--- src/hdl/huff_pkg.sv ---
package huff_pkg;

  localparam int NODE_AW   = 7;                  // up to 128 tree nodes, node 0 is the root
  localparam int MAX_DEPTH = 15;                 // longest code, also the walker stack depth
  localparam int CODE_W    = 15;                 // code field, right aligned
  localparam int LEN_W     = 4;                  // code length field
  localparam int WORD_W    = 32;                 // packed output word
  localparam int ACC_W     = WORD_W + MAX_DEPTH; // worst case pending bits plus one code

  localparam logic [8:0] NULL_CHILD = 9'h180;    // sum flag and bit 7 both set means no child

  // a child seen as a leaf carries the character itself
  typedef struct packed {
    logic       is_sum;
    logic [7:0] ch;
  } leaf_view_t;

  // a child seen as a link points to another tree node
  typedef struct packed {
    logic               is_sum;
    logic               spare;
    logic [NODE_AW-1:0] idx;
  } link_view_t;

  typedef union packed {
    leaf_view_t leaf;
    link_view_t link;
  } child_t;

  typedef struct packed {
    child_t left;  // branch taken with a 0
    child_t right; // branch taken with a 1
  } node_t;

  typedef struct packed {
    logic [CODE_W-1:0] code; // only the low len bits are meaningful
    logic [LEN_W-1:0]  len;
  } cb_entry_t;

  typedef struct packed {
    logic [WORD_W-1:0] data;  // left justified, first code bit in the msb
    logic [5:0]        count; // number of valid bits in data
  } enc_word_t;

endpackage
--- src/hdl/htree_ram.sv ---
`timescale 1ns/1ps
module htree_ram import huff_pkg::*; (
  input  logic               clk,
  input  logic               we,
  input  logic [NODE_AW-1:0] waddr,
  input  node_t              wdata,
  input  logic [NODE_AW-1:0] raddr,
  output node_t              rdata
);

  localparam int DEPTH = 2 ** NODE_AW;

  node_t mem [DEPTH]; // contents are whatever the controller loaded last

  // load port, one node per strobe from the external controller
  always_ff @(posedge clk) begin
    if (we) begin
      mem[waddr] <= wdata;
    end
  end

  // registered read, so data for an address shows up one cycle later
  always_ff @(posedge clk) begin
    rdata <= mem[raddr]; // the walker holds raddr steady while it uses the node
  end

endmodule

--- config.mk ---
export PLATFORM = sky130hd
export DESIGN_NAME = htree_ram
export DESIGN_NICKNAME = d
export VERILOG_FILES = /design/src/hdl/huff_pkg.sv /design/src/hdl/htree_ram.sv
export SDC_FILE = /design/constraint.sdc
export NUM_CORES = 2
export LEC_CHECK = 0
export BUFFER_PORTS_ARGS = -buffer_cell sky130_fd_sc_hd__buf_2
export CAP_MARGIN = 0
export CORE_ASPECT_RATIO = 1.4
export CORE_UTILIZATION = 55
export CTS_CLUSTER_DIAMETER = 200
export DETAILED_ROUTE_END_ITERATION = 10
export GPL_TIMING_DRIVEN = 0
export PLACE_DENSITY = 0.78
export SKIP_CTS_REPAIR_TIMING = 1
export SLEW_MARGIN = 15
export SYNTH_ARGS = -nofsm -noshare
export SYNTH_HDL_FRONTEND = slang
export SYNTH_SLANG_ARGS = --single-unit
export TNS_END_PERCENT = 50
--- constraint.sdc ---
create_clock -name clk -period 2.9 [get_ports clk]
set_input_delay 0 -clock clk [delete_from_list [all_inputs] [get_ports clk]]
set_output_delay 0 -clock clk [all_outputs]
set_load 0.05 [all_outputs]
==> summary.md <==
| Metric | Value |
|---|---|
| Pint | between 50 and 60 mW |
| Mapped Area | 0.0882 mm^2 |
| CP dominant cell by count | mux4_2 |
| Unique cell type count in the Yosys netlist | 17 |
| Sink Count | 2322 |
| Final setup vio count | 9 |
| Vias after detailed routing | between 40000 and 50000 |
| Top cells by area, synth | edfxtp_1 (78%), mux4_2 (19%), nor2_1 (0.52%), dfxtp_1 (0.41%), clkbuf_1 (0.41%) |
| Class of the most critical setup path | input port to flop |
| Fin crit share | 106% |
| Die ar. | 0.162 mm^2 |
| Chip Width | ~340 um |
| Layout Nets | 3881 |
| Die Y | 476 um |
| Crit-path max cell delay | 0.72 ns |
| Fillcell total | 9628 |
| Total negative slack | -0.534 ns |
| Tmin final | 3.08 ns |
| Required time of the critical path | between 3 and 4 ns |
| Worst hold path class | input port to flop |
| Seq pwr share | 55.2% |
| Async set-reset flop share out of synthesis | 0% |
| Synth area leader | edfxtp_1 |
| Setup Skew | 0.0178 ns |
| Layout cells sized above 1 | between 30% and 40% |
| PD cells | about 670 mW/mm^2 |
| Number of global-route vias before repair | ~43000 |
| P&R area growth vs syn | 13.5% |
| Crit path launch type | input port |
| CTS max path bufs | 3 |
| Most frequent cell after synthesis | edfxtp_1 |
| Total GRT Usage | 29.8% |
| Critical Path, Cell by Cell | clkbuf_1 > clkbuf_2 > clkbuf_1 > mux4_2 > mux4_2 > mux4_2 > mux2_2 |
| # DRC | 0 |
| Clock Latency Late Sink | 0.86 ns |
| Violated checks | setup timing |
| P_leak | 30.8 nW |
| Syn avg cell area | ~26 um^2 |
| CTS root buffer | clkbuf_16 |
| Final WS setup | -0.181 ns |
| Syn. warnings | 0 |
| Wire per inst | 38.9 um |
| TritonRoute pass-1 iters | 5 |
| Max cap viols | 0 |
| Post-synthesis sequential area ratio | 78.8% |
| Register bit count reported by yosys | approximately 2300 |
| Worst EP arrival | 3.79 ns |
| Top_reg_cell synth | edfxtp_1 |
| Row Count | roughly 170 |
| IR Drop Worst-Case VDD | 0.627 mV |
| Sw Pwr | 14.9 mW |
| Final Instance Area | roughly 0.10 mm^2 |
| Hold Vio Cnt, Final | 0 |
| Slew Viols, Final | 0 |
| First-pass GRT wire length | about 330 mm |
| Initial antenna violation count | 36 |
| IO buf count | 40 |
| Core box area | 0.159 mm^2 |
| Fmax | 325 MHz |
| Max FO, Critical Path | 11 |
| H-Tree Depth | 4 |
| Register area | a little under 0.07 mm^2 |
| Starting density of the core | 55.5% |
| Clock power share | between 30% and 40% |
| Crit path buf inv count | 3 |
| Least-Margin Pin Slew | 1.28 ns |
| Multi-input gate area | 0.0184 mm^2 |
| Commonest cells in the netlist | edfxtp_1 (2304), mux4_2 (756), nor2_1 (122) |
| Total gr overflow | 0 |
| Synth Net Count | between 3000 and 4000 |
| Largest net degree at the start of global routing | 109 |
| Placed inst area | 0.0936 mm^2 |
| Cell count after synthesis | 3449 |
| DP HPWL | 148 mm |
| Crit-path slowest cell | mux4_2 |
| Post-synth EDFFs | 2304 |
| Kind of cell adding the most delay to the critical path | multiplexers |
| Unrepaired setup endpoints after global routing | yes |
| Post-synth top area share | 78.4% |
| Rel. slew slack | 14.5% |
| Vias per cell | 6.95 |
| Reg clk slew, reported paths | 0.07 ns |
| Status | complete, but fails checks |
| CP endpoint kind | flop |
| Post-DRT Antenna Nets | 0 |
| RD Place Congestion | roughly 0.93 |
| Ports | 52 |
| TritonCTS clock tree | yes |
| DRT iter0 DRCs | 6814 |
| Logic pwr share | between 6 and 7% |
| Inserted Clock Buffers | 196 |
| Total Wirelength | 238 mm |
| Sw Ratio | approximately 22% |
| Util after Layout | between 60% and 70% |
## metrics by stage
stage	hold WS [ns]	cells	setup WS [ns]	power, mW
final	0.0178	6120	-0.181	67.1
after global routing	-0.00992	6110	-0.0734	68.3
after CTS	-0.551	6084	-0.640	67.0
after detailed placement	0.365	5725	-1.43	41.7
after global placement	0.475	5589	-2.48	41.5
after floorplan	0.0989	3449	0.341	39.8
## power by group through the flow
stage	clock, mW	combinational (mW)	sequential [mW]
detailed placement	0	3.87	37.8
global placement	0	3.64	37.9
global route	27.1	4.15	37.1
CTS	26.0	3.97	37.1
finish	26.0	4.10	37.1
floorplan	0	1.81	38.0
## layer usage
metal,up-vias,wire (um),GRT usage [%]
li1,15900,-,-
met5,-,193,0.0893
met4,28,15700,17.8
met1,22300,74400,34.9
met3,753,27000,7.72
met2,3599,121000,50.0
## worst paths after layout
check | startpoint | endpoint | slack, ns | depth (start not counted)
setup / recovery | raddr[2] | rdata[6] | -0.18 | 7
hold / removal | waddr[0] | mem[87][17] | 0.02 | 3
setup reg to reg | mem[96][7] | rdata[7] | -0.03 | 4
hold reg to reg | mem[56][0] | rdata[0] | 1.32 | 4
## worst register-to-register path, cell delays in order (launching register included)
cell and delay (ns):
edfxtp_1 0.50, mux4_2 0.60, mux4_2 0.65, mux4_2 0.62, mux2_2 0.40
## kinds of logic after synthesis
logic type | after synthesis | share of synthesized area (%)
AND/OR/NAND/NOR | 170 | 0.790
multiplexers | 774 | 19.5
buffers and inverters | 183 | 0.878
flip-flops | 2322 | 78.8
## state kept, by name (all words and copies together), names as in the netlist
register,count
mem,2304
rdata,18
## final cells by class
cell class                      instances  share of cell area, %
Clock buffer                          234                   5.06
Timing Repair Buffer                  200                   2.48
Antenna cell                           12                 0.0300
Clock inverter                        125                   1.11
Tap cell                             2100                   2.62
Buffer                                183                  0.890
Sequential cell                      2322                   69.5
Multi-Input combinational cell        944                   18.3
## placed cells by master, fill, tap and decap left out, drive strengths merged
| master | netlist | final |
|---|---|---|
| diode | 0 | 12 |
| mux4 | 756 | 756 |
| or3 | 1 | 1 |
| nand2 | 14 | 14 |
| clkbuf | 96 | 352 |
| nand2b | 2 | 2 |
| mux2 | 18 | 18 |
| dfxtp | 18 | 18 |
| nor2 | 122 | 122 |
| dlygate4sd3 | 0 | 23 |
| clkinv | 0 | 94 |
| edfxtp | 2304 | 2304 |
| bufinv | 0 | 14 |
| nor2b | 7 | 7 |
| inv | 0 | 10 |
| nor3 | 9 | 9 |
| nand3 | 12 | 12 |
| buf | 87 | 242 |
| clkinvlp | 0 | 7 |
| nand4 | 3 | 3 |
No activity file was read; power rests on OpenSTA's default activity.
