$ cat config.mk
export PLATFORM = sky130hd
export DESIGN_NAME = huff_encoder
export DESIGN_NICKNAME = d
export VERILOG_FILES = /design/src/hdl/huff_pkg.sv /design/src/hdl/huff_encoder.sv
export SDC_FILE = /design/constraint.sdc
export NUM_CORES = 1
export LEC_CHECK = 0
export ABC_AREA = 1
export BUFFER_PORTS_ARGS = -buffer_cell sky130_fd_sc_hd__buf_4
export CORE_AREA = 2 2 183 185
export DETAILED_ROUTE_END_ITERATION = 16
export DIE_AREA = 0 0 185 187
export PLACE_DENSITY_LB_ADDON = 0.2
export RECOVER_POWER = 50
export SLEW_MARGIN = 20
export SYNTH_ARGS = -nofsm -noshare
export SYNTH_HDL_FRONTEND = slang
export SYNTH_SLANG_ARGS = --single-unit
$ cat constraint.sdc
create_clock -name clk -period 2.75 [get_ports clk]
set_clock_uncertainty 0.05 [all_clocks]
set_input_delay 0.55 -clock clk [delete_from_list [all_inputs] [get_ports clk]]
set_output_delay 0.55 -clock clk [all_outputs]
set_load 0.02 [all_outputs]
$ cat src/hdl/huff_pkg.sv
package huff_pkg;

  localparam int NODE_AW   = 7;                  // up to 128 tree nodes, node 0 is the root
  localparam int MAX_DEPTH = 15;                 // longest code, also the walker stack depth
  localparam int CODE_W    = 15;                 // code field, right aligned
  localparam int LEN_W     = 4;                  // code length field
  localparam int WORD_W    = 32;                 // packed output word
  localparam int ACC_W     = WORD_W + MAX_DEPTH; // worst case pending bits plus one code

  localparam logic [8:0] NULL_CHILD = 9'h180;    // sum flag and bit 7 both set means no child

  // a child seen as a leaf carries the character itself
  typedef struct packed {
    logic       is_sum;
    logic [7:0] ch;
  } leaf_view_t;

  // a child seen as a link points to another tree node
  typedef struct packed {
    logic               is_sum;
    logic               spare;
    logic [NODE_AW-1:0] idx;
  } link_view_t;

  typedef union packed {
    leaf_view_t leaf;
    link_view_t link;
  } child_t;

  typedef struct packed {
    child_t left;  // branch taken with a 0
    child_t right; // branch taken with a 1
  } node_t;

  typedef struct packed {
    logic [CODE_W-1:0] code; // only the low len bits are meaningful
    logic [LEN_W-1:0]  len;
  } cb_entry_t;

  typedef struct packed {
    logic [WORD_W-1:0] data;  // left justified, first code bit in the msb
    logic [5:0]        count; // number of valid bits in data
  } enc_word_t;

endpackage
$ cat src/hdl/huff_encoder.sv
`timescale 1ns/1ps
module huff_encoder import huff_pkg::*; (
  input  logic       clk,
  input  logic       rst,
  input  logic       enable,
  input  logic       sym_valid,
  input  logic [7:0] sym,
  input  logic       flush,
  output logic [7:0] lk_sym,
  input  cb_entry_t  lk_entry,
  input  logic       lk_valid,
  output logic       word_valid,
  output enc_word_t  word_out,
  output logic       sym_miss
);

  logic             s1_valid;   // lookup in flight, entry arrives this cycle
  logic [ACC_W-1:0] acc;        // pending bits, right aligned
  logic [5:0]       cnt;        // number of pending bits
  logic [ACC_W-1:0] acc_n;
  logic [5:0]       cnt_n;
  logic             hit;
  logic             full_word;
  logic             flush_word;
  logic [WORD_W-1:0] full_data;
  logic [WORD_W-1:0] flush_data;

  assign lk_sym = sym; // the table registers the address in the same edge as stage 1

  always_comb begin
    acc_n      = (acc << lk_entry.len) | ACC_W'(lk_entry.code);
    cnt_n      = cnt + 6'(lk_entry.len);
    hit        = s1_valid && lk_valid;
    full_word  = hit && (cnt_n >= 6'(WORD_W));
    flush_word = flush && !s1_valid && (cnt != '0);
    full_data  = WORD_W'(acc_n >> (cnt_n - 6'(WORD_W))); // oldest 32 bits
    flush_data = WORD_W'(acc << (6'(WORD_W) - cnt));     // left justify, zero fill
  end

  always_ff @(posedge clk, posedge rst) begin
    if (rst) begin
      s1_valid   <= 1'b0;
      cnt        <= '0;
      word_valid <= 1'b0;
      sym_miss   <= 1'b0;
    end else begin
      s1_valid   <= sym_valid && enable;
      word_valid <= full_word || flush_word;
      sym_miss   <= s1_valid && !lk_valid; // a miss adds nothing to the stream
      if (hit) begin
        cnt <= full_word ? cnt_n - 6'(WORD_W) : cnt_n;
      end else if (flush) begin
        cnt <= '0;
      end
    end
  end

  always_ff @(posedge clk) begin
    if (hit) begin
      acc <= acc_n; // bits above cnt are stale and never read
    end else if (flush) begin
      acc <= '0;
    end
    if (full_word) begin
      word_out.data  <= full_data;
      word_out.count <= 6'(WORD_W);
    end else if (flush_word) begin
      word_out.data  <= flush_data;
      word_out.count <= cnt;
    end
  end

endmodule

==> results of run 1 <==
[final cells by class]
class	instances	area (um^2)
multi-input cells	1298	6180
well taps	448	561
fillers	3738	20700
clock inverters	7	81.3
clock buffers	9	225
inverters	74	285
flip-flops and latches	94	2720
repair buffers	252	2120
[worst max-delay path by stage]
stage / start / end / slack, ns / cells after the start
2_1_floorplan: lk_entry[1] / word_out[9]$_DFFE_PP_ / 0.004 / 11
3_3_place_gp: lk_entry[0] / word_out[6]$_DFFE_PP_ / -0.14 / 18
3_5_place_dp: lk_entry[0] / word_out[6]$_DFFE_PP_ / -0.12 / 18
4_1_cts: cnt[0]$_DFFE_PP0P_ / word_out[14]$_DFFE_PP_ / 0.04 / 12
5_1_grt: cnt[0]$_DFFE_PP0P_ / word_out[23]$_DFFE_PP_ / -0.02 / 13
6_report: cnt[0]$_DFFE_PP0P_ / word_out[14]$_DFFE_PP_ / 0.06 / 12
[cell families (layout without fill, tap and decap cells)]
kind of cell	Yosys count	in the layout
AND/OR/NAND/NOR	1122	1122
buffers and inverters	192	342
AO/OA/AOI/OAI	159	159
multiplexers	5	5
XOR/XNOR	6	6
flip-flops	94	94
adder cells (fa/ha/maj)	6	6
[synthesized netlist by cell type (20+ instances only)]
cell type | number | area, um^2
nor2_1 | 78 | 293
buf_4 | 20 | 150
nand2_1 | 436 | 1640
edfxtp_1 | 79 | 2370
o21ai_0 | 64 | 320
a21oi_1 | 39 | 195
nand3_1 | 587 | 2940
buf_2 | 35 | 175
clkbuf_1 | 43 | 161
inv_1 | 56 | 210
[stage by stage]
step           cells  hold WS, ns
2_1_floorplan   1584        0.328
3_3_place_gp    2154        0.403
3_5_place_dp    2154        0.402
4_1_cts         2170       0.0768
5_1_grt         2182        0.111
6_report        2182       0.0781
[critical path, stage by stage, from the launching register on]
cell and delay, ns:
dfrtp_1 0.38, buf_6 0.14, ha_2 0.18, inv_1 0.06, fa_2 0.58, inv_2 0.08, clkbuf_16 0.19, nand3_1 0.11
nand2_2 0.09, o21ai_2 0.19, nand2_1 0.09, nand3_1 0.13, nand3_1 0.13
[metal layers]
| layer | share of wire | routed length (um) | vias to the layer above |
|---|---|---|---|
| li1 | - | - | 5784 |
| met1 | 0.43 | 19300 | 5595 |
| met2 | 0.47 | 21100 | 516 |
| met3 | 0.065 | 2950 | 91 |
| met4 | 0.041 | 1840 | 0 |
| met5 | 0 | 0 | - |
[what timing repair did]
item	4_1_cts	5_1_grt
resized for setup	0	31
setup endpoints to repair	0	25
setup buffers	0	8
[registers in the layout, summed over array words and instances, names as in the netlist]
name	cells
sym_miss	1
word_valid	1
s1_valid	1
cnt	6
acc	47
word_out	38
[power by group through the flow]
| stage | clock network [W] | logic [W] | registers (W) |
|---|---|---|---|
| 3_5_place_dp | 0 | 0.00371 | 0.00182 |
| 4_1_cts | 0.00144 | 0.00373 | 0.00179 |
| 2_1_floorplan | 0 | 0.00208 | 0.00184 |
| 3_3_place_gp | 0 | 0.00373 | 0.00182 |
| 5_1_grt | 0.00149 | 0.00420 | 0.00180 |
| 6_report | 0.00141 | 0.00384 | 0.00179 |
==> results.md, run 1 <==
- Static timing analysis puts the maximum clock frequency at roughly 370 MHz.
- The combinational family with the most area after synthesis is simple AND/OR/NAND/NOR gates.
- Of the total synthesized cell area, the portion taken by AND, OR, NAND and NOR gates is 0.517.
- The number of standard cells after synthesis is between 1500 and 2000.
- The fraction of final layout cells sized beyond drive strength 1 is 0.157.
- The final worst slack is 0.0646 ns.
- The clock root buffer is clkbuf_16.
- Global routing finished with a remaining overflow of 0.
- The required time of the critical path is approximately 2.8 ns.
- The H-tree generated during clock tree synthesis spans 3 levels.
- The overall routed net length is about 45000 um.
- After global routing, the most crowded layer is met2.
- The overall fraction of global-route tracks in use is 0.263.
- Setup repair after global routing could not meet its margin everywhere.
- The critical path launch point type is a flip-flop.
- Dividing the detail-routed wire length by the instance count gives 20.7 um.
- The first-pass GRT wire length is approximately 69000 um.
- The path class of the tightest hold or removal check is input port to asynchronous set/reset pin.
- The share of the synthesized area in compound gates (AO/OA/AOI/OAI) was 0.0921.
- Pin placement for this block handled 81 I/O pins.
- The die covers ~0.035 mm^2.
- Of the total synthesized cell area, the portion taken by full adders, half adders and majority gates is 0.00851.
- For this run, the number of Yosys warnings is 0.
- The total area inside the core boundary comes to 0.0329 mm^2.
- Dividing the final minimum period by the clock period gives 0.977.
- After clock tree synthesis, the clock-pin slew on the worst setup and hold paths is ~0.080 ns.
- The routed via count is roughly 12000.
- The number of cells on the worst reg-to-reg path is 12.
- STA classifies the critical path endpoint as a flip-flop.
- The number of hold violations in the final report is 0.
- The analysis attributes to net switching a power of 0.00321 W.
- The HPWL after detailed placement is 34800 um.
- From bottom edge to top edge, the die measures 187 um.
- The detailed router finished its first iteration with roughly 1400 violations.
- Hold repair after CTS inserted 0 buffers.
- The floorplan step set the die width to between 150 and 200 um.
- Of all flip-flops after synthesis, the portion carrying an async set or reset was 0.0957.
- Subtracting the final worst setup slack from the clock period gives 2.69 ns.
- Yosys mapped a number of flops with a built-in enable equal to 79.
- The capture point of the worst reg-to-reg path is word_out[14]$_DFFE_PP_.
- The number of input and output port buffers inserted is 64.
- Yosys mapped the design onto 44 distinct sky130hd cell types.
- The netlist area before placement is just under 0.01 mm^2.
- The per-instance average area after synthesis is a little over 6 um^2.
- The placement-stage cell area is between 0.01 and 0.015 mm^2.
- The flow ran to the end, and the final reports show no timing, DRC or antenna violations.
- The proportion of synthesized chip area in sequential cells is 0.280.
- Once layout is complete, the utilization of the core stands at 0.370.
- The ratio of routed vias to standard cells is 5.49.
- The post-route total power is approximately 0.007 W.
- Of the total power, the share spent switching nets is 0.456.
- The post-synthesis xor/xnor area fraction is 0.00619.
- After the last flow step, the layout net total stands at 1768.
- Setup slack on the worst reg-to-reg path comes out at roughly 0.065 ns.
- The part of the power in combinational logic is 0.546.
- The critical path arrival is approximately 2.8 ns.
- The maximum buffer depth of the clock tree is 2.
- In this run, CTS created clock tree buffers numbering 9.
- Entering global routing, the biggest net connects 54 pins.
- The internal portion of total power is 0.00383 W.
- TritonCTS built the clock tree.
- The number of detailed-route iterations in the first pass is 6.
- Relative to the synthesized area, the layout overhead comes to 25.4%.
- The worst-case IR drop observed on VDD is ~0.38 mV.
- The weighted congestion reported at the end of routability-driven placement is approximately 0.96.
- The initial standard-cell utilization of the core is 0.295.
- For met3 alone, demand over resource in global routing was 0.0366.
- The transition at the pin with the smallest max-transition slack is 1.50 ns.
- In this run the static leakage power is between 5 and 6 nW.
- The portion of netlist area occupied by mux cells is 0.00516.
- Setup violations remaining at the end of the flow were counted as 0.
- The critical path in this run is classified as flip-flop to flip-flop.
- After detailed routing, the number of remaining DRC violations is 0.
- 0 antenna diodes ended up in the layout.
- The clock power share is 0.200.
- The post-synth net total is roughly 1600.
- The number of max-cap violations is 0.
- In this run the core area contains 67 standard-cell rows.
- The global-route met2 utilization is 0.426.
- The ratio of total power to cell area is between 500 and 600 mW/mm^2.
- The clock reaches the later pin of the worst-skew pair after roughly 0.4 ns.
- Timing analysis after detailed placement gives a worst setup slack of -0.115 ns.
- The startpoint identified for the worst register-to-register timing path is cnt[0]$_DFFE_PP0P_.
- The finished cells cover roughly 0.012 mm^2.
- After routing, the total negative slack on setup checks comes to 0 ns.
- The number of global-route vias before repair is approximately 11000.
- The top flip-flop cell by instance count after synthesis is edfxtp_1.
- The worst slew slack as a fraction of its limit is 0.00327.
- Counting every sink on the clock net gives 94.
- In this run the remaining antenna-violating nets after routing total 0.
- The sequential share of power is 0.254.
- In this run the worst path has a maximum fanout of 18.
- The initial antenna violation count is 0.
- The total of flip-flops plus latches after synthesis is 94.
- Leaving out fill and tap cells, the most frequent cells in the layout are nand3_1 (586), nand2_1 (433), buf_4 (145).
- Leaving out fill and tap cells, the most frequent cell in the layout is nand3_1.
- For this run, global-route usage on met1 was measured as 0.350.
- The number of max-slew violations in the final report is 0.
No activity file was read; power rests on OpenSTA's default activity.
==> inputs of run 2 (changes only) <==
--- a/config.mk
+++ b/config.mk
@@ -7,9 +7,9 @@
 export LEC_CHECK = 0
 export ABC_AREA = 1
 export BUFFER_PORTS_ARGS = -buffer_cell sky130_fd_sc_hd__buf_4
-export CORE_AREA = 2 2 183 185
+export CORE_AREA = 2 2 258 133
 export DETAILED_ROUTE_END_ITERATION = 16
-export DIE_AREA = 0 0 185 187
+export DIE_AREA = 0 0 260 135
 export PLACE_DENSITY_LB_ADDON = 0.2
 export RECOVER_POWER = 50
 export SLEW_MARGIN = 20
==> run 2 against run 1 <==
The run now ends with capacitance limit, slew limit left. Routed wire length grew 6.6%. Setup slack worse by 0.020 ns. Maximum frequency shrank 0.75%. Power is 4.7% higher. Design area rose by 6.9%. Count of clock-buffer cells in the layout up 3. Clock power is 5% lower. Sequential share of layout area shrank 1.4 points. Via count is 4.1% higher. Register-to-register slack lost 0.02 ns. Combinational power increased by 11%. Largest cell class unchanged.
==> results.md, run 2 (synthesis gave the netlist of run 1 again) <==
- The overall routed net length is 48100 um.
- The row count is between 40 and 50.
- For this configuration, the core starts out at a cell density of 0.297.
- The number of input and output port buffers inserted is between 60 and 70.
- The initial antenna violation count was 2.
- After detailed routing, the average wire length per cell comes to approximately 22 um.
- The overall die height is 135 um.
- The detail route stage leaves a number of antenna-violating nets equal to 0.
- The clock root buffer is clkbuf_16.
- The final setup TNS is 0 ns.
- The register with the most flip-flops in the layout has 47 of them.
- Leaving out fill and tap cells, the most frequent cells in the layout are nand3_1 (552), nand2_1 (431), buf_4 (221).
- The largest register by flop count is acc.
- The internal portion of total power is about 0.0040 W.
- The first global-routing pass estimated between 70000 and 80000 um of wire.
- 0 antenna diodes ended up in the layout.
- In this run the worst setup path begins at cnt[1]$_DFFE_PP0P_.
- The overall fraction of global-route tracks in use is 0.278.
- For this run, the share of the core covered by cells in the final layout is 0.398.
- Using the TritonRoute via totals, the vias-per-cell ratio works out to roughly 5.6.
- Global routing finished with a remaining overflow of 0.
- At the worst endpoint, the required time is roughly 2.9 ns.
- Entering global routing, the biggest net connects 54 pins.
- For this design the total switching power over the nets is around 0.0034 W.
- The worst slew slack as a fraction of its limit is -0.0887.
- For the worst-skew pair, the clock arrives at the later sink with an insertion delay of around 0.38 ns.
- The ratio of total power to cell area is 566 mW/mm^2.
- Detailed routing inserted a total of 12500 vias.
- The placed wire-length estimate after detailed placement is 38900 um.
- For this run, design rule violations remaining after detail routing come to 0.
- The number of global-route vias before repair is 11300.
- The maximum net fanout on the critical path is 18.
- STA classifies the critical path startpoint as a flip-flop.
- The number of max-cap violations is 1.
- The checks that failed: capacitance limit, slew limit.
- The register-to-register path setup slack is ~0.044 ns.
- The overall die area is roughly 0.035 mm^2.
- The weighted congestion reported at the end of routability-driven placement is between 0.9 and 1.
- At the worst endpoint, the arrival time is a little under 3 ns.
- The synthesis-to-layout area growth is 34.0%.
- The final layout net count is between 1500 and 2000.
- CTS saw 94 sinks.
- TritonCTS built the clock tree.
- The clock power share is 0.182.
- No sink is reached through more buffers than the 2 on the longest clock path.
- The number of cells on the worst reg-to-reg path is 10.
- In the final layout, the registers with the most flip-flops are acc (47), word_out (38), cnt (6).
- In the finished design, the share of the clock period the worst path needs comes to 0.984.
- The number of levels the H-tree was split into is 3.
- The number of top-level design ports is slightly above 80.
- Setup repair after global routing could not meet its margin everywhere.
- The number of max-slew violations in the final report is between 50 and 60.
- The classification of the worst setup path is flip-flop to flip-flop.
- The first TritonRoute pass finished after 8 iterations.
- Of the total power, combinational logic draws 0.577.
- TritonCTS created 9 clock buffers.
- Clock-pin slew was measured on the worst setup and hold paths at around 0.07 ns.
- The design draws around 0.0074 W.
- The flow ran to the end, but the final reports show violations.
- The number of hold violations in the final report is 0.
- The sequential share of power is 0.241.
- The endpoint type of the worst setup path is a flip-flop.
- Leaving out fill and tap cells, the most frequent cell in the layout is nand3_1.
- The startpoint identified for the worst register-to-register timing path is cnt[1]$_DFFE_PP0P_.
- The clock period could shrink to between 2 and 3 ns.
- The tightest min-delay check is of the input port to asynchronous set/reset pin type.
- In this run the horizontal extent of the chip is 260 um.
- The transition at the pin with the smallest max-transition slack is approximately 1.6 ns.
- The total of endpoints with negative setup slack in the final report is 0.
- The initial detailed-routing violation count is 1548.
- The maximum ir drop on the vdd rail is about 0.35 mV.
- The switching fraction of total power is 0.458.
- The standby leakage power is slightly below 6 nW.
- The standard cell core area is 0.0326 mm^2.
- Of the cells placed in the final design, the portion with a size suffix greater than 1 is 0.218.
- Derived from the worst setup path, the maximum achievable clock frequency is about 370 MHz.
run 2: final cells by class:
cell class                 instances  area [um^2]
clock buffer                      12          272
sequential                        94         2720
tap                              441          552
timing repair buffer             313         2690
inverter                          74          289
fill                            3590        19600
multi-input combinational       1298         6460
clock inverter                     4         26.3
run 2: routing by layer:
metal	track usage	vias to the layer above	share of wire
li1	-	5912	-
met1	0.452	5994	0.51
met2	0.369	529	0.38
met3	0.0561	39	0.098
met4	0.0396	2	0.0099
met5	0	-	0.00033
run 2: power by group through the flow:
stage	combinational [W]	sequential [W]	clock [W]
floorplan	0.00208	0.00184	0
global placement	0.00396	0.00180	0
detailed placement	0.00394	0.00180	0
CTS	0.00398	0.00177	0.00138
global route	0.00461	0.00178	0.00142
finish	0.00425	0.00177	0.00134
run 2: final timing paths:
check                                            to
max                          word_out[35]$_DFFE_PP_
min                              s1_valid$_DFF_PP0_
max reg2reg                  word_out[35]$_DFFE_PP_
min reg2reg                word_out[3]$_SDFFE_PP0P_
min in group clk                 sym_miss$_DFF_PP0_
max in group asynchronous        cnt[2]$_DFFE_PP0P_
run 2: stage by stage:
| stage | setup slack, ns | area [um^2] | instances | hold WS, ns |
|---|---|---|---|---|
| detailed placement | -0.470 | 12400 | 2214 | 0.409 |
| floorplan | 0.00445 | 9720 | 1584 | 0.328 |
| CTS | -0.00829 | 12700 | 2230 | 0.100 |
| finish | 0.0442 | 13000 | 2236 | 0.0925 |
| global route | -0.0600 | 13000 | 2236 | 0.125 |
| global placement | -0.433 | 12400 | 2214 | 0.407 |
run 2: timing repair:
action,in CTS,in global routing
pin swaps,0,12
resized for setup,10,100
cloned,0,3
buffers inserted,0,3
hold buffers,0,0
endpoints found under the setup margin,19,32
run 2: worst max-delay path, stage by stage (launching register included):
cell     delay, ns
dfrtp_1       0.38
inv_1         0.13
ha_4          0.18
xor2_4        0.30
inv_2         0.22
mux2i_2       0.35
buf_4         0.17
o21ai_2       0.08
o21ai_0       0.36
nand2_1       0.23
nand2_1       0.11
