## src/hdl/huff_pkg.sv

```systemverilog
package huff_pkg;

  localparam int NODE_AW   = 7;                  // up to 128 tree nodes, node 0 is the root
  localparam int MAX_DEPTH = 15;                 // longest code, also the walker stack depth
  localparam int CODE_W    = 15;                 // code field, right aligned
  localparam int LEN_W     = 4;                  // code length field
  localparam int WORD_W    = 32;                 // packed output word
  localparam int ACC_W     = WORD_W + MAX_DEPTH; // worst case pending bits plus one code

  localparam logic [8:0] NULL_CHILD = 9'h180;    // sum flag and bit 7 both set means no child

  // a child seen as a leaf carries the character itself
  typedef struct packed {
    logic       is_sum;
    logic [7:0] ch;
  } leaf_view_t;

  // a child seen as a link points to another tree node
  typedef struct packed {
    logic               is_sum;
    logic               spare;
    logic [NODE_AW-1:0] idx;
  } link_view_t;

  typedef union packed {
    leaf_view_t leaf;
    link_view_t link;
  } child_t;

  typedef struct packed {
    child_t left;  // branch taken with a 0
    child_t right; // branch taken with a 1
  } node_t;

  typedef struct packed {
    logic [CODE_W-1:0] code; // only the low len bits are meaningful
    logic [LEN_W-1:0]  len;
  } cb_entry_t;

  typedef struct packed {
    logic [WORD_W-1:0] data;  // left justified, first code bit in the msb
    logic [5:0]        count; // number of valid bits in data
  } enc_word_t;

endpackage
```

## src/hdl/cb_walker.sv

```systemverilog
`timescale 1ns/1ps
module cb_walker import huff_pkg::*; (
  input  logic               clk,
  input  logic               rst,
  input  logic               start,
  output logic [NODE_AW-1:0] rd_addr,
  input  node_t              rd_node,
  output logic               cb_we,
  output logic [7:0]         cb_sym,
  output cb_entry_t          cb_entry,
  output logic               done,
  output logic [8:0]         leaf_count
);

  typedef enum logic [2:0] {
    IDLE,
    FETCH,
    WAIT,
    LEFT,
    RIGHT,
    EMIT,
    POP,
    DONE
  } walk_state_t;

  walk_state_t        state;
  logic [NODE_AW-1:0] cur;                      // node being visited
  logic [CODE_W-1:0]  path;                     // branch bits so far, newest in the lsb
  logic [LEN_W-1:0]   depth;                    // path length, also the stack pointer
  logic [NODE_AW-1:0] stack [MAX_DEPTH];        // parents of cur, one per level
  logic [MAX_DEPTH-1:0] rt;                     // right branch already taken at that level
  logic               emit_right;               // the pending entry came from a right child

  logic               act;
  logic               side;
  child_t             child;
  logic               is_null;
  logic               push;
  logic               leaf_hit;
  logic               anc_right;
  logic [LEN_W-1:0]   depth_m1;

  assign rd_addr  = cur; // address is held for the whole visit
  assign done     = (state == DONE);
  assign act      = (state == LEFT) || (state == RIGHT);
  assign side     = (state == RIGHT); // also the bit appended for this child
  assign child    = side ? rd_node.right : rd_node.left;
  assign is_null  = (child == NULL_CHILD);
  assign push     = act && !is_null && child.link.is_sum;
  assign leaf_hit = act && !is_null && !child.leaf.is_sum;
  assign depth_m1 = depth - 1'b1;

  // true when every level above cur has already gone right, so nothing is left to visit
  always_comb begin
    anc_right = 1'b1;
    for (int i = 0; i < MAX_DEPTH; i++) begin
      if (i < int'(depth) && !rt[i]) begin
        anc_right = 1'b0;
      end
    end
  end

  always_ff @(posedge clk, posedge rst) begin
    if (rst) begin
      state      <= IDLE;
      cur        <= '0;
      path       <= '0;
      depth      <= '0;
      rt         <= '0;
      emit_right <= 1'b0;
      cb_we      <= 1'b0;
      leaf_count <= '0;
    end else begin
      cb_we <= 1'b0;
      case (state)
        IDLE, DONE: begin
          if (start) begin
            cur        <= '0; // walk always begins at the root
            path       <= '0;
            depth      <= '0;
            rt         <= '0;
            leaf_count <= '0;
            state      <= FETCH;
          end
        end
        FETCH: state <= WAIT;
        WAIT:  state <= rt[depth] ? RIGHT : LEFT; // revisited parents resume on the right
        LEFT, RIGHT: begin
          if (side) begin
            rt[depth] <= 1'b1;
          end
          if (is_null) begin
            state <= side ? POP : RIGHT; // empty child is skipped
          end else if (push) begin
            path           <= {path[CODE_W-2:0], side};
            depth          <= depth + 1'b1;
            rt[depth + 1'b1] <= 1'b0; // fresh level for the child
            cur            <= child.link.idx;
            state          <= FETCH;
          end else begin
            cb_we      <= 1'b1;
            emit_right <= side;
            state      <= EMIT;
          end
        end
        EMIT: begin
          leaf_count <= leaf_count + 1'b1;
          // finishing here lets cb_ready follow the last write directly
          if (anc_right && (emit_right || rd_node.right == NULL_CHILD)) begin
            state <= DONE;
          end else if (emit_right) begin
            state <= POP;
          end else begin
            state <= RIGHT;
          end
        end
        POP: begin
          if (depth == '0) begin
            state <= DONE; // root finished on both sides
          end else begin
            depth <= depth_m1;
            path  <= path >> 1;
            cur   <= stack[depth_m1];
            if (!rt[depth_m1]) begin
              rt[depth_m1] <= 1'b1;
              state        <= FETCH; // parent still owes its right branch
            end
          end
        end
        default: state <= IDLE;
      endcase
    end
  end

  always_ff @(posedge clk) begin
    if (push) begin
      stack[depth] <= cur;
    end
    if (leaf_hit) begin
      cb_sym        <= child.leaf.ch;
      cb_entry.code <= {path[CODE_W-2:0], side};
      cb_entry.len  <= depth + 1'b1; // a lone leaf at the root gets code 0 of length 1
    end
  end

endmodule

```

## config.mk

```make
export PLATFORM = sky130hd
export DESIGN_NAME = cb_walker
export DESIGN_NICKNAME = d
export VERILOG_FILES = /design/src/hdl/huff_pkg.sv /design/src/hdl/cb_walker.sv
export SDC_FILE = /design/constraint.sdc
export NUM_CORES = 1
export LEC_CHECK = 0
export ABC_CLOCK_PERIOD_IN_PS = 2600
export BUFFER_PORTS_ARGS = -buffer_cell sky130_fd_sc_hd__clkbuf_2
export CAP_MARGIN = 20
export CORE_MARGIN = 2
export CORE_UTILIZATION = 35
export CTS_CLUSTER_SIZE = 24
export DETAILED_ROUTE_END_ITERATION = 6
export GPL_ROUTABILITY_DRIVEN = 0
export PLACE_DENSITY = 0.57
export SETUP_SLACK_MARGIN = 0.3
export SYNTH_ARGS = -nofsm -noshare
export SYNTH_HDL_FRONTEND = slang
export SYNTH_SLANG_ARGS = --single-unit
```

## constraint.sdc

```tcl
create_clock -name clk -period 2.6 [get_ports clk]
set_input_delay 0.78 -clock clk [delete_from_list [all_inputs] [get_ports clk]]
set_output_delay 0.78 -clock clk [all_outputs]
set_load 0.02 [all_outputs]
```

==> results of run 1 <==
[state kept, by name, summed over array words and instances (netlist names)]
register and flops:
cb_we 1, emit_right 1, stack 105, path 15
rt 15, cb_entry 19, state 3, cb_sym 8
rd_addr 7, depth 4, leaf_count 9
[what timing repair did]
item                       4_1_cts  5_1_grt
pin swaps                       10       10
setup endpoints to repair      151      120
resized for setup               43       58
cloned                           3        4
setup buffers                   15       15
[layer usage]
metal	vias to the layer above	wire, um	track usage, %
li1	2938	-	-
met3	42	1820	3.96
met4	0	569	5.71
met1	3258	11100	26.6
met2	297	11100	28.3
met5	-	0	0
[cells in the final DEF, fill, tap and decap left out, types with 5 or more instances in the layout]
master | netlist | layout
edfxtp_1 | 132 | 132
buf_4 | 4 | 78
clkbuf_2 | 0 | 65
nand2_1 | 63 | 62
dfrtp_1 | 55 | 50
a21oi_1 | 48 | 42
nor2_1 | 56 | 36
mux4_2 | 26 | 27
o21ai_0 | 33 | 25
clkbuf_16 | 0 | 21
a22oi_1 | 17 | 17
nand3_1 | 16 | 14
o21a_1 | 14 | 14
buf_6 | 2 | 12
nor3_1 | 13 | 11
a32oi_1 | 13 | 11
nor2_4 | 0 | 11
buf_12 | 0 | 11
mux2i_1 | 9 | 9
o22ai_1 | 11 | 9
nor2_2 | 0 | 9
a31oi_1 | 7 | 7
a41o_1 | 7 | 7
o21ai_1 | 2 | 6
a211oi_1 | 7 | 6
inv_1 | 8 | 5
o211ai_1 | 5 | 5
and3_1 | 7 | 5
a21oi_2 | 0 | 5
dfrtp_2 | 0 | 5
[logic make-up (layout without fill, tap and decap cells)]
family | Yosys count | after routing | share of synthesized area (%)
multiplexers | 38 | 38 | 8.33
AO/OA/AOI/OAI | 198 | 198 | 15.6
adder cells (fa/ha/maj) | 8 | 8 | 1.12
AND/OR/NAND/NOR | 186 | 186 | 9.85
flip-flops | 187 | 187 | 61.4
XOR/XNOR | 6 | 6 | 0.604
buffers and inverters | 59 | 215 | 3.09
[per-stage QoR]
step           setup TNS [ps]  setup slack (ps)  area (um2)  instances
5_1_grt                     0               150       11300       1162
3_3_place_gp            -2090             -98.4        9910       1093
3_5_place_dp            -3260              -146        9910       1093
2_1_floorplan               0               251        8820        682
6_report                    0               202       11300       1162
4_1_cts                     0               229       10900       1143
[power by group through the flow]
stage               registers [mW]  clock network (mW)  logic [mW]
floorplan                     4.77                   0        3.81
global placement              4.74                   0        6.25
detailed placement            4.75                   0        6.26
CTS                           4.69                2.54        7.15
global route                  4.79                2.66        8.53
finish                        4.71                2.49        8.04
[area by class of cell]
class                      instances  share of cell area [%]
timing repair buffer             173                    12.7
tap                              324                    3.60
sequential                       187                    47.4
clock buffer                      17                    3.78
clock inverter                    15                    1.21
multi-input combinational        436                    30.9
inverter                          10                   0.366
[cell usage after synthesis, types with 4 or more instances]
cell type  count  area, um2
inv_1          8       30.0
o21ai_0       33        165
buf_1          4       15.0
a32oi_1       13        114
buf_2         14       70.1
mux4_2        26        586
a41o_1         7       70.1
edfxtp_1     132       3960
ha_1           7       87.6
o211ai_1       5       37.5
and3_1         7       43.8
clkbuf_1      25       93.8
nor2_1        56        210
nor3_1        13       65.1
xor2_1         4       35.0
buf_4          4       30.0
nand4_1        4       25.0
o22ai_1       11       68.8
a31oi_1        7       43.8
dfrtp_1       55       1380
a211oi_1       7       52.6
o21a_1        14        105
nor2b_1        5       31.3
a22oi_1       17        128
a21oi_1       48        240
nand2_1       63        236
nand3_1       16       80.1
and2_1         4       25.0
mux2i_1        9       90.1
[tightest hold or removal path: cells and delay by family]
family   cells  cell delay, ps
buf+inv      3             460
[worst paths after layout]
path / start / end / slack [ps] / cells after the start
worst min register to register: leaf_count[8] / leaf_count[8] / 490 / 1
worst max-delay path: depth[1] / rt[11] / 200 / 9
min in group clk: leaf_count[8] / leaf_count[8] / 490 / 1
worst max register to register: depth[1] / rt[11] / 200 / 9
max in group asynchronous: rst / depth[0] / 1810 / 3
worst min-delay path: rst / emit_right / 400 / 3
==> out/summary.txt, run 1 <==
worst vdd ir -> 603 uV
CTS Hold Bufs -> 0
FILL cells -> 2,203
Rel. slew slack -> 56.0%
io pins -> 66
Synth warnings -> 0
Area Overhead vs Synth -> 29.5%
antenna viol nets, final -> 0
row count -> 57
post-DR vias/cell -> 5.62
Pwr per Cell Area -> 1350 nW/um2
Internal -> 8.90 mW
IO buf count -> 65
Post-Syn Nets -> 710
skew final -> 12.6 ps
worst slew pin tran -> 653 ps
Clock Tree Buf Depth -> 2
startpoint types -> flop
initial drt markers -> 866
Num CTS Buffers -> 17
RSZ-0062 raised after global routing -> yes
syn avg cell area -> 12.8 um2
shortest period the worst path allows -> 2400 ps
CP peak stage delay -> 440 ps
worst skew pair latency -> 430 ps
asr flop ratio synth -> 29.4%
status -> finished, final reports clean
CP top delay family -> compound AO/OA/AOI/OAI gates
Yosys cell types -> 70
first-pass GRT wire length -> 37,000 um
register area share after synthesis -> 61.4%
first-pass detailed-route iteration total -> 5
ys flop type -> edfxtp_1
CTS sink cnt -> 187
fmax -> 417 MHz
CTS clock-pin slew for the worst setup and hold paths -> 70 ps
pin count of the biggest net entering global routing -> 38
# diodes -> 0
sw frac -> 41.6%
drt drc -> 0
worst path cell trace -> inv_2, buf_6, ha_4, buf_12, mux4_2, o22a_1, a41oi_4, a21boi_2, a2bb2oi_2
dpl hpwl -> 15,500 um
Pleak -> 4.13 nW
Final Setup Violations -> 0
average routed wire per standard cell -> 21.1 um
sw power -> 6.34 mW
CTS tree -> built
hold slack final -> 403 ps
Required @ worst endpoint -> 2960 ps
post-synthesis register bit count -> 187
CORE AREA -> 24,400 um2
H-tree levels -> 4
Worst setup EP type -> flop
power share of the clock group -> 16.3%
global route total overflow -> 0
Storage cell area -> 5350 um2
sequential power share -> 30.9%
Die H -> 162 um
Fin. Hold Viols -> 0
final wirelength -> 24,600 um
DR vias -> 6,535
Post-Route Utilization -> 46.2%
initial core utilization -> 35.7%
Max Slew Vio Count -> 0
combinational share of power -> 52.8%
CP max FO -> 4
synthesized area -> 8700 um2
slowest CP cell -> dfrtp_1
share of layout cells above drive strength 1 -> 36.9%
vias in the first global route -> 6,176
footprint of the multi-input gates -> 3480 um2
CTS Root Cell -> clkbuf_16
Nets -> 853
Total GRT Usage -> 18.5%
Setup CP Type -> reg2reg
worst path bufs/invs -> 3
Post-synth EDFFs -> 132
Pwr Total -> 15.2 mW
Critical Path AT -> 2760 ps
Die W -> 162 um
Post-Syn Instances -> 682
HP Class -> in2async
final worst-path cycle share -> 92.2%
max-cap viol count -> 0
initial antenna violation count -> 0
die footprint -> 26,100 um2
(Power assumes the default switching activity.)
==> inputs of run 2 (changes only) <==
--- a/config.mk
+++ b/config.mk
@@ -5,6 +5,7 @@
 export SDC_FILE = /design/constraint.sdc
 export NUM_CORES = 1
 export LEC_CHECK = 0
+export ABC_AREA = 1
 export ABC_CLOCK_PERIOD_IN_PS = 2600
 export BUFFER_PORTS_ARGS = -buffer_cell sky130_fd_sc_hd__clkbuf_2
 export CAP_MARGIN = 20
==> out/summary.txt, run 2 <==
combinational share of power -> 47.4% (-5.4 points)
Critical Path AT -> 2560 ps (-200 ps)
Die W -> 167 um (+3.4%)
worst slew pin tran -> 581 ps (-72.6 ps)
die footprint -> 27,900 um2 (+6.9%)
Fin. Hold Viols -> 0 (unchanged)
status -> finished with violations
average routed wire per standard cell -> 17.9 um (-15%)
Post-Syn Instances -> 1,068 (+57%)
post-synthesis register bit count -> 187 (unchanged)
top cells by area, synth -> edfxtp_1 43%, dfrtp_1 15%, nand2_1 14%
Layout Cells excl Fill -> 1,500 (+29%)
sw power -> 6.01 mW (-5.2%)
asr flop ratio synth -> 29.4% (unchanged)
Required @ worst endpoint -> 2960 ps (about the same)
Die H -> 167 um (+3.4%)
Placed Cells -> 1,462 (+34%)
register area share after synthesis -> 57.3% (-4.0 points)
Post-Route Utilization -> 42.3% (-3.9 points)
first-pass detailed-route iteration total -> 7 (+2)
Pwr Total -> 13.5 mW (-12%)
final worst-path cycle share -> 84.8% (-7.4 points)
CTS tree -> built
Clock Tree Buf Depth -> 2 (unchanged)
H-tree levels -> 4 (unchanged)
CORE AREA -> 26,100 um2 (+7.1%)
initial core utilization -> 35.6% (about the same)
fmax -> 453 MHz (+8.8%)
startpoint types -> flop
CP max FO -> 15 (+11)
worst-case reg-to-reg path depth -> 12 (+3)
power share of the clock group -> 21.3% (+5.0 points)
Post-Syn Nets -> 1,096 (+54%)
Worst setup EP type -> flop
Synth area leader -> edfxtp_1
Synth warnings -> 0 (unchanged)
FILL cells -> 2,582 (+17%)
share of layout cells above drive strength 1 -> 17.1% (-20 points)
drt drc -> 11 (+11)
Max Slew Vio Count -> 0 (unchanged)
Final Setup Violations -> 0 (unchanged)
ys flop type -> edfxtp_1
placed cell areas -> 10,200 um2 (+3.2%)
Nets -> 1,181 (+38%)
Yosys cell types -> 39 (-44%)
commonest non-fill, non-tap cell in the layout -> nand2_1
IO buf count -> 65 (unchanged)
syn avg cell area -> 8.72 um2 (-32%)
Rel. slew slack -> 61.1% (+5.2 points)
most frequent cells in the layout -> 351 x nand2_1, 132 x edfxtp_1, 127 x nand3_1, 78 x inv_1, 74 x a21oi_1
worst vdd ir -> 584 uV (-3.2%)
Pwr per Cell Area -> 1220 nW/um2 (-10%)
Num CTS Buffers -> 17 (unchanged)
post-layout instance area -> 11,100 um2 (-1.8%)
initial antenna violation count -> 0 (unchanged)
dpl hpwl -> 18,000 um (+16%)
sw frac -> 44.7% (+3.0 points)
shortest period the worst path allows -> 2210 ps (-193 ps)
Setup CP Type -> reg2reg
initial drt markers -> 909 (+5.0%)
Internal -> 7.45 mW (-16%)
CTS Root Cell -> clkbuf_16
final setup TNS -> 0 ps (unchanged)
first-pass GRT wire length -> 41,800 um (+13%)
RSZ-0062 raised after global routing -> yes
pin count of the biggest net entering global routing -> 72 (+89%)
final wirelength -> 26,900 um (+9.4%)
Pleak -> 4.72 nW (+14%)
Total GRT Usage -> 19.4% (+0.88 points)
Area Overhead vs Synth -> 18.8%
post-DR vias/cell -> 5.26 (-6.5%)
hold slack final -> 366 ps (-37.6 ps)
io pins -> 66 (unchanged)
skew final -> 12.8 ps (+0.167 ps)
Post-synth EDFFs -> 132 (unchanged)
post-synth top area share -> 42.6% (-3.0 points)
# diodes -> 0 (unchanged)
post-placement setup slack -> -58.7 ps (+87.6 ps)
worst skew pair latency -> 440 ps (about the same)
synthesized area -> 9320 um2 (+7.1%)
DR vias -> 7,891 (+21%)
synth cell count leaders -> 351 x nand2_1, 132 x edfxtp_1, 128 x nand3_1
Storage cell area -> 5350 um2 (about the same)
Top Registers -> stack (105), cb_entry (19)
vias in the first global route -> 7,376 (+19%)
CTS sink cnt -> 187 (unchanged)
max-cap viol count -> 0 (unchanged)
antenna viol nets, final -> 0 (unchanged)
Final Worst Setup Slack -> 395 ps (+193 ps)
failing checks -> design-rule violations
HP Class -> in2async
most flop-heavy register -> stack
global route total overflow -> 0 (unchanged)
row count -> 59 (+3.5%)
flip-flop count of the largest register after layout -> 105 (unchanged)
footprint of the multi-input gates -> 3510 um2 (+0.90%)
cell with the most instances after synthesis -> nand2_1
sequential power share -> 31.3% (+0.4 points)
CTS clock-pin slew for the worst setup and hold paths -> 80 ps (about the same)
## run 2: path summary, 6_finish.rpt
kind / start / to / slack, ps
worst max-delay path: depth[0] / rt[13] / 390
worst min-delay path: rst / rt[7] / 370
worst max register to register: depth[0] / rt[13] / 390
worst min register to register: leaf_count[8] / leaf_count[8] / 470
max in group asynchronous: rst / depth[3] / 1920
min in group clk: leaf_count[8] / leaf_count[8] / 470
## run 2: area by class of cell
type,count,area share [%]
Multi-Input combinational cell,738,31.7
Clock inverter,13,1.90
Sequential cell,187,48.4
Inverter,86,2.93
Timing Repair Buffer,123,7.43
Tap cell,335,3.79
Clock buffer,18,3.88
## run 2: cells by family after synthesis
kind of cell | share of synthesized area [%]
and+or+nand+nor | 27.0
DFF | 57.3
buffers and inverters | 6.49
AOI/OAI and AO/OA | 8.10
adders and majority gates | 0.940
xor gates and xnor gates | 0.188
## run 2: power by group through the flow
stage                     sequential (mW)  clock, mW  combinational (mW)
after floorplan                      4.38          0                3.89
after global placement               4.27          0                5.87
after detailed placement             4.27          0                5.89
after CTS                            4.22       2.91                6.15
after global routing                 4.28       3.01                6.96
final                                4.21       2.86                6.38
## run 2: critical path, cell delays in order (launching register included)
cell	delay [ps]
dfrtp_2	430
inv_2	160
ha_4	280
buf_4	200
nand3_1	90
nand3_1	70
nand2_1	60
nand2_1	70
nand2_1	100
nand3_4	170
nand2_4	260
nor2_1	60
a21oi_1	150
## run 2: metal layers
| metal | track usage (%) | share of wire (%) | vias up |
|---|---|---|---|
| met5 | 0 | 0 | - |
| met4 | 7.49 | 3.0 | 0 |
| met3 | 3.24 | 6.9 | 56 |
| met2 | 29.9 | 46 | 339 |
| met1 | 27.5 | 45 | 3746 |
| li1 | - | - | 3750 |
## run 2: repair_timing
item	CTS	global route
endpoints found under the hold margin	0	0
gates resized for setup	21	17
setup endpoints to repair	136	149
buffers inserted	4	2
pin swaps	1	1
cloned	1	0
hold buffers	0	0
==> inputs of run 3 (changes only) <==
--- a/config.mk
+++ b/config.mk
@@ -5,8 +5,8 @@
 export SDC_FILE = /design/constraint.sdc
 export NUM_CORES = 1
 export LEC_CHECK = 0
-export ABC_AREA = 1
-export ABC_CLOCK_PERIOD_IN_PS = 2600
+export ABC_AREA = 0
+export ABC_CLOCK_PERIOD_IN_PS = 2300
 export BUFFER_PORTS_ARGS = -buffer_cell sky130_fd_sc_hd__clkbuf_2
 export CAP_MARGIN = 20
 export CORE_MARGIN = 2
@@ -14,7 +14,7 @@
 export CTS_CLUSTER_SIZE = 24
 export DETAILED_ROUTE_END_ITERATION = 6
 export GPL_ROUTABILITY_DRIVEN = 0
-export PLACE_DENSITY = 0.57
+export PLACE_DENSITY = 0.55
 export SETUP_SLACK_MARGIN = 0.3
 export SYNTH_ARGS = -nofsm -noshare
 export SYNTH_HDL_FRONTEND = slang
==> constraint.sdc (replaced) <==
create_clock -name clk -period 2.3 [get_ports clk]
set_input_delay 0.69 -clock clk [delete_from_list [all_inputs] [get_ports clk]]
set_output_delay 0.69 -clock clk [all_outputs]
set_load 0.02 [all_outputs]
==> out/summary.txt, run 3 (same netlist as run 1, synthesis figures left out) <==
HP Class -> in2async
worst slew pin tran -> 576 ps (-4.94 ps)
most flop-heavy register -> stack
Num CTS Buffers -> 17 (unchanged)
Placed Cells -> 1,122 (-23%)
CTS sink cnt -> 187 (unchanged)
RSZ-0062 raised after global routing -> yes
global route total overflow -> 0 (unchanged)
FILL cells -> 2,040 (-21%)
max-cap viol count -> 0 (unchanged)
Final Setup Violations -> 18 (+18)
Nets -> 888 (-25%)
failing checks -> negative setup slack
Area Overhead vs Synth -> 38.9%
Storage cell area -> 5340 um2 (about the same)
row count -> 57 (-3.4%)
post-layout instance area -> 12,100 um2 (+9.2%)
CP max FO -> 5 (-10)
footprint of the multi-input gates -> 3790 um2 (+8.1%)
Pleak -> 4.39 nW (-7.0%)
initial core utilization -> 35.7% (about the same)
initial drt markers -> 589 (-35%)
Rel. slew slack -> 61.3% (+0.18 points)
H-tree levels -> 4 (unchanged)
Required @ worst endpoint -> 2650 ps (-310 ps)
Layout Cells excl Fill -> 1,197 (-20%)
Fin. Hold Viols -> 0 (unchanged)
CORE AREA -> 24,400 um2 (-6.7%)
Worst setup EP type -> flop
post-DR vias/cell -> 5.57 (+5.8%)
flip-flop count of the largest register after layout -> 105 (unchanged)
die footprint -> 26,100 um2 (-6.4%)
Setup CP Type -> reg2reg
most frequent cells in the layout -> 132 x edfxtp_1, 91 x buf_4, 64 x clkbuf_2, 59 x nand2_1, 52 x dfrtp_1
shortest period the worst path allows -> 2380 ps (+170 ps)
Top Registers -> stack (105), cb_entry (19)
Die W -> 162 um (-3.3%)
worst path cell trace -> clkinvlp_4, ha_4, buf_12, mux4_2, o22a_2, a41oi_4, a21boi_2, a2bb2oi_2
first-pass GRT wire length -> 37,500 um (-10%)
# diodes -> 0 (unchanged)
antenna viol nets, final -> 0 (unchanged)
CTS Hold Bufs -> 0 (unchanged)
Clock Tree Buf Depth -> 2 (unchanged)
io pins -> 66 (unchanged)
Critical Path AT -> 2730 ps (+170 ps)
CP peak stage delay -> 460 ps (+30 ps)
commonest non-fill, non-tap cell in the layout -> edfxtp_1
CTS tree -> built
startpoint types -> flop
fmax -> 421 MHz (-7.2%)
Max Slew Vio Count -> 0 (unchanged)
CTS clock-pin slew for the worst setup and hold paths -> 70 ps (about the same)
dpl hpwl -> 16,700 um (-7.4%)
Final Worst Setup Slack -> -75.4 ps (-470 ps)
average routed wire per standard cell -> 20.6 um (+15%)
status -> finished with violations
worst vdd ir -> 882 uV (+51%)
initial antenna violation count -> 0 (unchanged)
first-pass detailed-route iteration total -> 5 (-2)
slowest CP cell -> dfrtp_2
drt drc -> 0 (-11)
vias in the first global route -> 6,543 (-11%)
CTS Root Cell -> clkbuf_16
worst skew pair latency -> 430 ps (about the same)
pin count of the biggest net entering global routing -> 34 (-53%)
final wirelength -> 24,700 um (-8.1%)
Pwr per Cell Area -> 1510 nW/um2 (+24%)
skew final -> 8.81 ps (-3.95 ps)
post-placement setup slack -> -220 ps (-162 ps)
Die H -> 162 um (-3.3%)
share of layout cells above drive strength 1 -> 43.5% (+26 points)
IO buf count -> 65 (unchanged)
final setup TNS -> -650 ps (-650 ps)
Total GRT Usage -> 18.7% (-0.65 points)
final worst-path cycle share -> 103% (+18 points)
DR vias -> 6,663 (-16%)
placed cell areas -> 10,300 um2 (+0.44%)
==> run 3: changes by cell type in the layout (fill, tap and decap cells not counted), sizes merged, moves of 17 or more <==
cell | previous run | this run
nand3 | 130 | 16
a22oi | 0 | 17
mux4 | 0 | 27
nand2 | 358 | 63
buf | 58 | 140
a21oi | 74 | 48
nor2 | 78 | 56
inv | 88 | 12
==> run 3: critical path, delay by kind of cell (launching register included) <==
kind,cells,cell delay (ps)
flops,1,460
buf+inv,2,300
compound gates,4,870
mux,1,310
fa+ha+maj,1,340
==> run 3: final timing paths <==
| kind | from | endpoint | slack, ps | cells past startpoint |
|---|---|---|---|---|
| max | depth[0] | rt[11] | -80 | 8 |
| min | rst | leaf_count[8] | 290 | 2 |
| min reg2reg | leaf_count[8] | leaf_count[8] | 510 | 1 |
| max in group asynchronous | rst | rt[11] | 1370 | 3 |
| max reg2reg | depth[0] | rt[11] | -80 | 8 |
| min in group clk | leaf_count[8] | leaf_count[8] | 510 | 1 |
==> run 3: metal layers <==
metal	vias to the layer above	track usage (%)	wire length, um
li1	3013	-	-
met4	0	5.91	482
met2	294	31.7	12300
met3	38	3.65	1580
met5	-	0	0
met1	3318	24.5	10400
==> run 3: cell type report <==
cell class | instances | share of cell area, %
well taps | 324 | 3.35
flip-flops and latches | 187 | 44.2
clock buffers | 17 | 3.52
repair buffers | 208 | 15.8
clock inverters | 15 | 1.27
multi-input cells | 436 | 31.4
inverters | 10 | 0.393
==> run 3: stage by stage <==
step / utilization (%) / hold WS, ps / power, mW
6_report: 49.5 / 289 / 18.3
3_3_place_gp: 42.1 / 478 / 12.6
5_1_grt: 49.5 / 313 / 19.1
3_5_place_dp: 42.1 / 483 / 12.8
4_1_cts: 48.3 / 298 / 17.4
2_1_floorplan: - / 448 / 10.1
==> run 3: power breakdown <==
group	switching (mW)	internal, mW
Clock	1.40	1.44
Sequential	0.596	4.59
Combinational	5.62	4.61
==> run 3: timing repair <==
item / CTS / global route
cloned: 3 / 4
gates resized for setup: 121 / 26
pin swaps: 50 / 35
endpoints found under the setup margin: 177 / 177
setup buffers: 27 / 9
